--- src/tcp_mem_pkg.sv ---
package tcp_mem_pkg;

  // packed read command as the engine emits it
  typedef logic [71:0] cmd_word_t;

  // memory side command fields
  typedef logic [63:0] mem_addr_t; // byte address
  typedef logic [31:0] mem_len_t;  // byte length

  // address field, upper half of the low 64 bits
  localparam int CMD_ADDR_LSB = 32;
  localparam int CMD_ADDR_MSB = 63;

  // length field starts at bit 0; bits 31:23 carry engine flags and are not used here
  localparam int CMD_LEN_MSB = 22;

endpackage

--- src/tcp_stream_pkg.sv ---
package tcp_stream_pkg;

  // one 64-bit beat towards the network
  typedef logic [63:0] data_t;
  typedef logic [7:0]  keep_t; // one enable per byte

  localparam int BYTES_PER_BEAT = 8;

  // beat counts for buffer credit and fill level
  typedef logic [15:0] word_count_t;

  // debug counters, wrap freely
  typedef logic [15:0] dbg_count_t;

  // command admission against buffer space
  typedef enum logic [1:0] {
    ADMIT_IDLE  = 2'd0, // ready for a new command
    ADMIT_CHECK = 2'd1, // waiting for enough credit
    ADMIT_ISSUE = 2'd2  // presenting the command to memory
  } admit_state_t;

endpackage

--- src/cmd_formatter.sv ---
module cmd_formatter (
  input  logic                   net_clk,
  input  logic                   net_aresetn,
  input  logic                   cmd_valid,
  output logic                   cmd_ready,
  input  tcp_mem_pkg::cmd_word_t cmd_word,
  output logic                   fmt_valid,
  input  logic                   fmt_ready,
  output tcp_mem_pkg::mem_addr_t fmt_addr,
  output tcp_mem_pkg::mem_len_t  fmt_len
);
  import tcp_mem_pkg::*;

  logic running; // set on the first edge out of reset
  logic cmd_fire;

  // accept when empty or when the held word leaves this cycle
  assign cmd_ready = running && (!fmt_valid || fmt_ready);
  assign cmd_fire  = cmd_valid && cmd_ready;

  always_ff @(posedge net_clk) begin
    if (!net_aresetn) begin
      running   <= 1'b0;
      fmt_valid <= 1'b0;
    end else begin
      running <= 1'b1;
      if (cmd_fire) begin
        fmt_valid <= 1'b1; // refill, also covers drain+refill
      end else if (fmt_ready) begin
        fmt_valid <= 1'b0; // drained, nothing new
      end
    end
  end

  // unpack on accept, both fields zero extended
  always_ff @(posedge net_clk) begin
    if (cmd_fire) begin
      fmt_addr <= mem_addr_t'(cmd_word[CMD_ADDR_MSB:CMD_ADDR_LSB]); // upper 32 bits zero
      fmt_len  <= mem_len_t'(cmd_word[CMD_LEN_MSB:0]);             // 23-bit length
    end
  end

endmodule

--- src/read_admit_fsm.sv ---
module read_admit_fsm #(
  parameter int BUFFER_DEPTH = 64
) (
  input  logic                        net_clk,
  input  logic                        net_aresetn,
  input  logic                        fmt_valid,
  output logic                        fmt_ready,
  input  tcp_mem_pkg::mem_addr_t      fmt_addr,
  input  tcp_mem_pkg::mem_len_t       fmt_len,
  output logic                        mem_cmd_valid,
  input  logic                        mem_cmd_ready,
  output tcp_mem_pkg::mem_addr_t      mem_cmd_addr,
  output tcp_mem_pkg::mem_len_t       mem_cmd_len,
  input  tcp_stream_pkg::word_count_t credit_used,
  output logic                        issue_fire,
  output tcp_stream_pkg::word_count_t issue_beats
);
  import tcp_mem_pkg::*;
  import tcp_stream_pkg::*;

  admit_state_t state;
  mem_len_t     cmd_beats;  // beats the held command returns
  mem_len_t     need_total; // promised plus this command
  logic         fits;
  logic         fmt_fire;

  assign fmt_ready     = (state == ADMIT_IDLE); // one command held at a time
  assign fmt_fire      = fmt_valid && fmt_ready;
  assign mem_cmd_valid = (state == ADMIT_ISSUE);
  assign issue_fire    = mem_cmd_valid && mem_cmd_ready;
  assign issue_beats   = word_count_t'(cmd_beats);

  // compare at full width, a length beyond the buffer just never fits
  assign need_total = mem_len_t'(credit_used) + cmd_beats;
  assign fits       = (need_total <= mem_len_t'(BUFFER_DEPTH));

  always_ff @(posedge net_clk) begin
    if (!net_aresetn) begin
      state <= ADMIT_IDLE;
    end else begin
      case (state)
        ADMIT_IDLE: begin
          if (fmt_fire) state <= ADMIT_CHECK;
        end
        ADMIT_CHECK: begin
          if (fits) state <= ADMIT_ISSUE; // credit only drains meanwhile
        end
        ADMIT_ISSUE: begin
          if (issue_fire) state <= ADMIT_IDLE;
        end
        default: state <= ADMIT_IDLE;
      endcase
    end
  end

  // latch command and round length up to whole beats
  always_ff @(posedge net_clk) begin
    if (fmt_fire) begin
      mem_cmd_addr <= fmt_addr;
      mem_cmd_len  <= fmt_len;
      cmd_beats    <= (fmt_len + mem_len_t'(BYTES_PER_BEAT - 1)) / mem_len_t'(BYTES_PER_BEAT);
    end
  end

  // memory sees a stable command until it takes it
  a_cmd_stable: assert property (@(posedge net_clk) disable iff (!net_aresetn)
    mem_cmd_valid && !mem_cmd_ready |=>
      mem_cmd_valid && $stable(mem_cmd_addr) && $stable(mem_cmd_len));

endmodule

--- src/read_credit_counter.sv ---
module read_credit_counter #(
  parameter int BUFFER_DEPTH = 64
) (
  input  logic                        net_clk,
  input  logic                        net_aresetn,
  input  logic                        issue_fire,
  input  tcp_stream_pkg::word_count_t issue_beats,
  input  logic                        pop_fire,
  input  logic                        push_last_fire,
  output tcp_stream_pkg::word_count_t credit_used,
  output tcp_stream_pkg::dbg_count_t  read_cmd_count,
  output tcp_stream_pkg::dbg_count_t  read_pkg_count
);
  import tcp_stream_pkg::*;

  word_count_t credit_next;
  logic        issue_q; // events delayed one cycle for the debug counters
  logic        last_q;

  // promised beats go up on issue, down as each beat leaves on tx
  assign credit_next = credit_used + (issue_fire ? issue_beats : '0)
                     - word_count_t'(pop_fire);

  always_ff @(posedge net_clk) begin
    if (!net_aresetn) begin
      credit_used    <= '0;
      issue_q        <= 1'b0;
      last_q         <= 1'b0;
      read_cmd_count <= '0;
      read_pkg_count <= '0;
    end else begin
      credit_used <= credit_next;
      issue_q     <= issue_fire;
      last_q      <= push_last_fire;
      if (issue_q) read_cmd_count <= read_cmd_count + 1'b1; // wraps at 16 bits
      if (last_q) read_pkg_count <= read_pkg_count + 1'b1;
    end
  end

  // admission keeps promises within the buffer
  a_credit_bound: assert property (@(posedge net_clk) disable iff (!net_aresetn)
    credit_used <= word_count_t'(BUFFER_DEPTH));

  // every beat leaving on tx was promised by an issued command
  a_pop_promised: assert property (@(posedge net_clk) disable iff (!net_aresetn)
    pop_fire |-> credit_used != '0);

endmodule

--- src/read_data_fifo.sv ---
module read_data_fifo #(
  parameter int BUFFER_DEPTH = 64
) (
  input  logic                        net_clk,
  input  logic                        net_aresetn,
  input  logic                        mem_data_valid,
  output logic                        mem_data_ready,
  input  tcp_stream_pkg::data_t       mem_data,
  input  tcp_stream_pkg::keep_t       mem_keep,
  input  logic                        mem_last,
  output logic                        tx_valid,
  input  logic                        tx_ready,
  output tcp_stream_pkg::data_t       tx_data,
  output tcp_stream_pkg::keep_t       tx_keep,
  output logic                        tx_last,
  output tcp_stream_pkg::word_count_t fifo_fill,
  output logic                        pop_fire,
  output logic                        push_last_fire
);
  import tcp_stream_pkg::*;

  localparam int ADDR_W = $clog2(BUFFER_DEPTH);

  if ((BUFFER_DEPTH & (BUFFER_DEPTH - 1)) != 0 || BUFFER_DEPTH > 1024) begin : g_depth_chk
    $error("BUFFER_DEPTH must be a power of two no larger than 1024");
  end

  data_t             data_mem [BUFFER_DEPTH];
  keep_t             keep_mem [BUFFER_DEPTH];
  logic              last_mem [BUFFER_DEPTH];
  logic [ADDR_W-1:0] wr_ptr;     // wraps with the power-of-two depth
  logic [ADDR_W-1:0] rd_ptr;
  word_count_t       fill_count; // true occupancy
  word_count_t       fill_q;     // first stage of the fill report
  logic              full;
  logic              push;

  assign full           = (fill_count == word_count_t'(BUFFER_DEPTH));
  assign mem_data_ready = !full;
  assign push           = mem_data_valid && mem_data_ready;
  assign push_last_fire = push && mem_last; // one per completed packet

  // show-ahead, head entry always on tx
  assign tx_valid = (fill_count != '0);
  assign pop_fire = tx_valid && tx_ready;
  assign tx_data  = data_mem[rd_ptr];
  assign tx_keep  = keep_mem[rd_ptr];
  assign tx_last  = last_mem[rd_ptr];

  always_ff @(posedge net_clk) begin
    if (push) begin
      data_mem[wr_ptr] <= mem_data;
      keep_mem[wr_ptr] <= mem_keep;
      last_mem[wr_ptr] <= mem_last;
    end
  end

  always_ff @(posedge net_clk) begin
    if (!net_aresetn) begin
      wr_ptr     <= '0;
      rd_ptr     <= '0;
      fill_count <= '0;
      fill_q     <= '0;
      fifo_fill  <= '0;
    end else begin
      if (push) wr_ptr <= wr_ptr + 1'b1;
      if (pop_fire) rd_ptr <= rd_ptr + 1'b1;
      fill_count <= fill_count + word_count_t'(push) - word_count_t'(pop_fire);
      fill_q     <= fill_count; // fill reported two cycles late
      fifo_fill  <= fill_q;
    end
  end

  // credit admission means memory never offers data into a full buffer
  a_no_overflow: assert property (@(posedge net_clk) disable iff (!net_aresetn)
    mem_data_valid |-> !full);

endmodule

--- src/tcp_tx_read_path.sv ---
module tcp_tx_read_path #(
  parameter int BUFFER_DEPTH = 64
) (
  input  logic                        net_clk,
  input  logic                        net_aresetn,
  input  logic                        cmd_valid,
  output logic                        cmd_ready,
  input  tcp_mem_pkg::cmd_word_t      cmd_word,
  output logic                        mem_cmd_valid,
  input  logic                        mem_cmd_ready,
  output tcp_mem_pkg::mem_addr_t      mem_cmd_addr,
  output tcp_mem_pkg::mem_len_t       mem_cmd_len,
  input  logic                        mem_data_valid,
  output logic                        mem_data_ready,
  input  tcp_stream_pkg::data_t       mem_data,
  input  tcp_stream_pkg::keep_t       mem_keep,
  input  logic                        mem_last,
  output logic                        tx_valid,
  input  logic                        tx_ready,
  output tcp_stream_pkg::data_t       tx_data,
  output tcp_stream_pkg::keep_t       tx_keep,
  output logic                        tx_last,
  output tcp_stream_pkg::word_count_t fifo_fill,
  output tcp_stream_pkg::dbg_count_t  read_cmd_count,
  output tcp_stream_pkg::dbg_count_t  read_pkg_count
);
  import tcp_mem_pkg::*;
  import tcp_stream_pkg::*;

  logic        fmt_valid; // formatter to admission
  logic        fmt_ready;
  mem_addr_t   fmt_addr;
  mem_len_t    fmt_len;
  word_count_t credit_used; // promised beats back to admission
  logic        issue_fire;
  word_count_t issue_beats;
  logic        pop_fire;  // buffer events to the counters
  logic        push_last_fire;

  cmd_formatter u_cmd_formatter (
    .net_clk     (net_clk),
    .net_aresetn (net_aresetn),
    .cmd_valid   (cmd_valid),
    .cmd_ready   (cmd_ready),
    .cmd_word    (cmd_word),
    .fmt_valid   (fmt_valid),
    .fmt_ready   (fmt_ready),
    .fmt_addr    (fmt_addr),
    .fmt_len     (fmt_len)
  );

  read_admit_fsm #(.BUFFER_DEPTH(BUFFER_DEPTH)) u_read_admit_fsm (
    .net_clk       (net_clk),
    .net_aresetn   (net_aresetn),
    .fmt_valid     (fmt_valid),
    .fmt_ready     (fmt_ready),
    .fmt_addr      (fmt_addr),
    .fmt_len       (fmt_len),
    .mem_cmd_valid (mem_cmd_valid),
    .mem_cmd_ready (mem_cmd_ready),
    .mem_cmd_addr  (mem_cmd_addr),
    .mem_cmd_len   (mem_cmd_len),
    .credit_used   (credit_used),
    .issue_fire    (issue_fire),
    .issue_beats   (issue_beats)
  );

  read_credit_counter #(.BUFFER_DEPTH(BUFFER_DEPTH)) u_read_credit_counter (
    .net_clk        (net_clk),
    .net_aresetn    (net_aresetn),
    .issue_fire     (issue_fire),
    .issue_beats    (issue_beats),
    .pop_fire       (pop_fire),
    .push_last_fire (push_last_fire),
    .credit_used    (credit_used),
    .read_cmd_count (read_cmd_count),
    .read_pkg_count (read_pkg_count)
  );

  read_data_fifo #(.BUFFER_DEPTH(BUFFER_DEPTH)) u_read_data_fifo (
    .net_clk        (net_clk),
    .net_aresetn    (net_aresetn),
    .mem_data_valid (mem_data_valid),
    .mem_data_ready (mem_data_ready),
    .mem_data       (mem_data),
    .mem_keep       (mem_keep),
    .mem_last       (mem_last),
    .tx_valid       (tx_valid),
    .tx_ready       (tx_ready),
    .tx_data        (tx_data),
    .tx_keep        (tx_keep),
    .tx_last        (tx_last),
    .fifo_fill      (fifo_fill),
    .pop_fire       (pop_fire),
    .push_last_fire (push_last_fire)
  );

endmodule

--- config.mk ---
export PLATFORM = sky130hd
export DESIGN_NAME = tcp_tx_read_path
export DESIGN_NICKNAME = d
export VERILOG_FILES = /design/src/tcp_mem_pkg.sv /design/src/tcp_stream_pkg.sv /design/src/cmd_formatter.sv /design/src/read_admit_fsm.sv /design/src/read_credit_counter.sv /design/src/read_data_fifo.sv /design/src/tcp_tx_read_path.sv
export SDC_FILE = /design/constraint.sdc
export NUM_CORES = 2
export LEC_CHECK = 0
export ABC_CLOCK_PERIOD_IN_PS = 13400
export BUFFER_PORTS_ARGS = -buffer_cell sky130_fd_sc_hd__buf_2
export CAP_MARGIN = 20
export CORE_MARGIN = 1.5
export CORE_UTILIZATION = 50
export CTS_CLUSTER_SIZE = 40
export DETAILED_ROUTE_END_ITERATION = 7
export MAX_ROUTING_LAYER = met4
export PLACE_DENSITY = 0.75
export SETUP_SLACK_MARGIN = 0.1
export SYNTH_ARGS = -nofsm -noshare
export SYNTH_HDL_FRONTEND = slang
export SYNTH_MEMORY_MAX_BITS = 65536
export SYNTH_SLANG_ARGS = --single-unit
--- constraint.sdc ---
create_clock -name net_clk -period 13.4 [get_ports net_clk]
set_input_delay 2.68 -clock net_clk [delete_from_list [all_inputs] [get_ports net_clk]]
set_output_delay 2.68 -clock net_clk [all_outputs]
set_load 0.02 [all_outputs]
Yosys cells after proc, flatten, opt, wreduce, memory -nomap -nowiden. Memories as Yosys holds them, arrays and structs flattened. A register that Yosys moved wholly into a read port is not among the register bits. Index checks and enable logic that the tools add are counted.

Bits in registers: 253. RAM bits: 4672. Bits of input ports: 151. Output and inout port bits: 221. Memories: 3.

Add/subtract/negate cells: 10. $lt $le $gt $ge: 1. Equality and inequality tests: 6. Muxes and demuxes: 16. Reductions and logical operators: 14.

Memory list: u_read_data_fifo.data_mem (words 64, width 64, rd ports 1, clocked after memory_dff 1, write ports 1, line read_data_fifo.sv:28) `data_t data_mem [BUFFER_DEPTH];`; u_read_data_fifo.keep_mem (words 64, width 8, rd ports 1, clocked after memory_dff 1, write ports 1, line read_data_fifo.sv:29) `keep_t keep_mem [BUFFER_DEPTH];`; u_read_data_fifo.last_mem (words 64, width 1, rd ports 1, clocked after memory_dff 1, write ports 1, line read_data_fifo.sv:30) `logic last_mem [BUFFER_DEPTH];`.

Operators with widths (count): 6-bit two-way mux (6); 16-bit by 1-bit adder with 16-bit output (second input constant) (2); 32-bit by 7-bit <= comparator with 1-bit output (second input constant) (1); 16-bit by 1-bit subtractor with 16-bit output (2); 16-bit by 29-bit adder with 30-bit output (1); 23-bit by 3-bit adder with 24-bit output (second input constant) (1); 16-bit by 1-bit adder with 16-bit output (1); 16-bit adder (1); 16-bit by 7-bit == test with 1-bit output (second input constant) (1); 16-bit two-way mux (1); 16-bit nonzero test (1); 6-bit by 1-bit adder with 6-bit output (second input constant) (2); 1-bit logical AND (7); 2-bit two-way mux (3); 2-bit by 1-bit inequality test with 1-bit output (second input constant) (3); 2-bit one-hot mux with 3 select lines (1); 1-bit two-way mux (5); 3-bit AND reduction (1); 2-bit by 1-bit == test with 1-bit output (second input constant) (1); 2-bit == test (second input constant) (1); 1-bit zero test (2); 2-bit zero test (1); 2-bit nonzero test (1); 1-bit logical OR (1).

Longest topological paths before layout.
Depth after elaboration: 5. Gate-level depth with buffers: 20. Gate-level depth less buffers: 19.

Modules after synthesis. Synthesis repeated with hierarchy kept, for this count alone.

Cell total of the unflattened synthesis: 8692. Area, all modules: 190752.9 µm².

Modules (own cells, without submodules): read_data_fifo (times used 1, cells an instance 7741, area an instance 179479.6 µm²); read_admit_fsm (times used 1, cells an instance 472, area an instance 6163.4 µm²); read_credit_counter (times used 1, cells an instance 375, area an instance 3052.9 µm²); cmd_formatter (times used 1, cells an instance 104, area an instance 2057.0 µm²).

Worst setup path before layout. OpenSTA, ideal clock, no wires.

Path type: input-to-reg. From: input mem_data_valid. To: memory u_read_data_fifo.data_mem[23][0] in the netlist's numbering, enable pin. Setup time: 0.711 ns. Arrival time: 11.020 ns. Setup slack: 1.670 ns. Stages on the path: 4. Buffers on the path: 1. Cells stage by stage: and2_1 -> clkbuf_1 -> nand4_1 -> nor4b_1.

Word-level cells in the longest chain between the ends: 3.

RTL lines: start: declaration (line tcp_tx_read_path.sv:13) `input logic mem_data_valid,`; 1-bit logical AND (line read_data_fifo.sv:40) `assign push = mem_data_valid && mem_data_ready;`; net u_read_data_fifo.push (line read_data_fifo.sv:36) `logic push;`; 1-bit two-way mux (line read_data_fifo.sv:51) `if (push) begin`; 1-bit two-way mux (implied by the code) (line read_data_fifo.sv:52) `data_mem[wr_ptr] <= mem_data;`; end: declaration (line read_data_fifo.sv:28).

The timed path passes the listed nets, and every way through them passes these cells.

==> metrics <==
first-pass GRT wire length 703000 µm; Setup TNS 0 ns; normalized max-slew margin 17.9%; die width 616 µm; Clock Tree Root clkbuf_16; CP Class flop to output pin; Crit. End Element output pin; Worst Tran Pin Value 1.23 ns; CORE AREA 373000 µm²; final instance area 212000 µm²; final setup margin 5.24 ns; register area share after synthesis 78.1%; die area 379000 µm²; Hold Buf Count CTS 0; Routed WL per cell 37.1 µm; row count 224; final wirelength 506000 µm; largest net degree at the start of global routing 153; Initial Util 50.4%; number of setup violations in the final report 0; CTS H-Tree Depth 5; Net Switching 7.46 mW; Layout Skew 0.0860 ns; XOR/XNOR Fraction of Synth Area 0.368%; most crowded layer after global routing met2; Clk pin slew, worst setup/hold paths 0.06 ns; Yosys cell types 64; count leader, synth edfxtp_1; hold_ws 0.417 ns; initial antenna violation count 38; CTS Buf Count 464; grt met2 use 43.7%; total track usage 27.2%; post-synthesis cell count 7638; ANT nets after route 0; drc violations 0; power share of the combinational group 9.0%; RD Place Congestion 0.839; Hold Crit Class flop to flop; peak supply drop 135 µV; Die Ht 616 µm; vias in the first global route 92.1k; dpl hpwl 239000 µm; Adder-Cell Fraction of Synth Area 0.518%; Hold Path Sink u_read_admit_fsm.mem_cmd_addr[10]$_DFFE_PP_; CTS resizes 0; Leakage 64.6 nW; RSZ-0062 raised after global routing no; Internal 25.9 mW; fin nets 8468; Port Buf Inserts 313; CTS tree yes; CP Max Fanout 150; postcts setup bufs 0; 1st-iter DRT viols 14.2k; Async SR Flop Fraction 0%; Critical R2R Launch u_read_data_fifo.fill_count[8]$_SDFF_PN0_; DR pass1 iterations 6; hold_sp u_cmd_formatter.fmt_addr[10]$_DFFE_PP_; CTS Sinks 4923; reg2reg path depth 11; RR Endpoint u_read_data_fifo.data_mem[33][11]$_DFFE_PP_; GR Overflow Total 0; Synth area leader edfxtp_1; Synth Area in Simple Gates 0.990%; grt met3 use 5.60%; area fraction in compound gates after synthesis 0.480%; pre-CTS WS 5.77 ns; Syn Area/Cell 24.6 µm²; Setup crit start kind flop; top cells by area, synth edfxtp_1, mux4_2, dfxtp_1; grt met1 use 34.6%; Area growth, synth to finish 12.6%; status finished clean; worst skew pair latency 1.02 ns; IO Count 372; via count 91.0k; layout cells sized above 1 32.3%; period utilization 60.9%; Avg Vias per Cell 6.68; Yosys Warn Count 0; CP required 10.72 ns; Yosys reg bits 4923; EDFF count, synth 4803; list of most frequent post-synthesis cells edfxtp_1, mux4_2, clkbuf_1; Power Density 158 nW/µm²; Yosys top cell area share 76.8%; Final Hold Fails 0; critical path arrival 5.48 ns; worst hold path stage count 0; register share of total power 51.3%; Post-synth top flop edfxtp_1; min Tclk post-route 8.16 ns; CTS max path bufs 4; Clk network pwr share 39.7%; mux cell area share after synthesis 18.4%; Max Cap Viol 0; overall power 33.3 mW; Mapped Area 188000 µm²; fmax 123 MHz; Max Slew Vio Count 0; largest family of logic cells by synthesized area multiplexers; Worst R2R Setup Slack 7.48 ns; DP Area 196000 µm²; switching part of the total 22.4%
## worst max-delay path by stage
| stage | cells past startpoint | start | slack, ns | end |
|---|---|---|---|---|
| floorplan | 4 | mem_data_valid | 1.67 | u_read_data_fifo.data_mem[23][0]$_DFFE_PP_ |
| global placement | 7 | mem_data_valid | 5.93 | u_read_data_fifo.data_mem[3][14]$_DFFE_PP_ |
| detailed placement | 7 | mem_data_valid | 5.77 | u_read_data_fifo.data_mem[3][16]$_DFFE_PP_ |
| CTS | 6 | flop | 5.11 | tx_data[54] |
| global route | 6 | flop | 5.11 | tx_data[52] |
| finish | 6 | flop | 5.24 | tx_data[55] |
## logic make-up (layout without fill, tap and decap cells)
logic type	after synthesis	after routing
DFF	4923	4923
muxes	1540	1540
buffers and inverters	497	1449
and+or+nand+nor	386	386
AOI/OAI and AO/OA	136	136
xor gates and xnor gates	79	79
adders and majority gates	76	76
other	1	64
## cell usage in the layout, fill, tap and decap left out, drive strengths merged, types with 6 or more instances in the layout
cell and count:
edfxtp 4803, mux4 1533, clkbuf 543, buf 512, clkinv 230, nor2 161
dfxtp 120, inv 97, ha 73, nand2 62, bufinv 56, xnor2 41
conb 41, xor2 38, a21oi 31, o21ai 30, and2 26, nand3 24
diode 23, and3 18, nor3 18, nand4 15, o21a 13, clkinvlp 11
nor2b 9, nand2b 9, a211oi 8, o21bai 8, and4 7, or3 7
a21o 7, mux2i 7, nand3b 6, o211ai 6, nor4 6
## power by group through the flow
stage | sequential [mW] | clock, mW | combinational [mW]
4_1_cts | 17.1 | 13.3 | 3.02
6_report | 17.1 | 13.2 | 3.00
3_5_place_dp | 17.4 | 0 | 2.96
5_1_grt | 17.1 | 13.9 | 3.22
2_1_floorplan | 17.4 | 0 | 2.12
3_3_place_gp | 17.4 | 0 | 2.89
## metrics by stage
step	std cells	utilization, %
after floorplan	7678	-
after CTS	13600	56.6
after global routing	13600	56.7
final	13600	56.7
after global placement	12700	52.6
after detailed placement	12700	52.6
## worst max-delay path, stage by stage (launching register included)
cell and delay, ns:
dfxtp_4 0.77, buf_12 0.69, buf_4 0.97, mux4_2 0.42, mux4_2 0.55, mux4_2 0.61, buf_2 0.21
## sequential cells by signal (all words and copies together) (netlist names), 21 cells and up, named ones only
register                       flops
u_read_data_fifo.last_mem         64
u_read_admit_fsm.mem_cmd_len      23
u_read_data_fifo.data_mem       4096
u_read_admit_fsm.cmd_beats        21
u_cmd_formatter.fmt_addr          32
u_read_data_fifo.keep_mem        512
u_cmd_formatter.fmt_len           23
u_read_admit_fsm.mem_cmd_addr     32
## layer usage
layer / wire length, µm / part of all wire, % / vias to the layer above
li1: - / - / 34100
met1: 174000 / 34 / 48400
met2: 251000 / 50 / 7253
met3: 59100 / 12 / 1276
met4: 21900 / 4.3 / 0
met5: 0 / 0 / -
## final cells by class
type / count / area [µm²]
Timing Repair Buffer: 512 / 3440
Tap cell: 4972 / 6220
Sequential cell: 4923 / 147000
Clock inverter: 312 / 3170
Multi-Input combinational cell: 2258 / 39700
Inverter: 82 / 308
Fill cell: 25400 / 162000
Clock buffer: 543 / 12000
Antenna cell: 23 / 57.6
No activity file was read; power rests on OpenSTA's default activity.
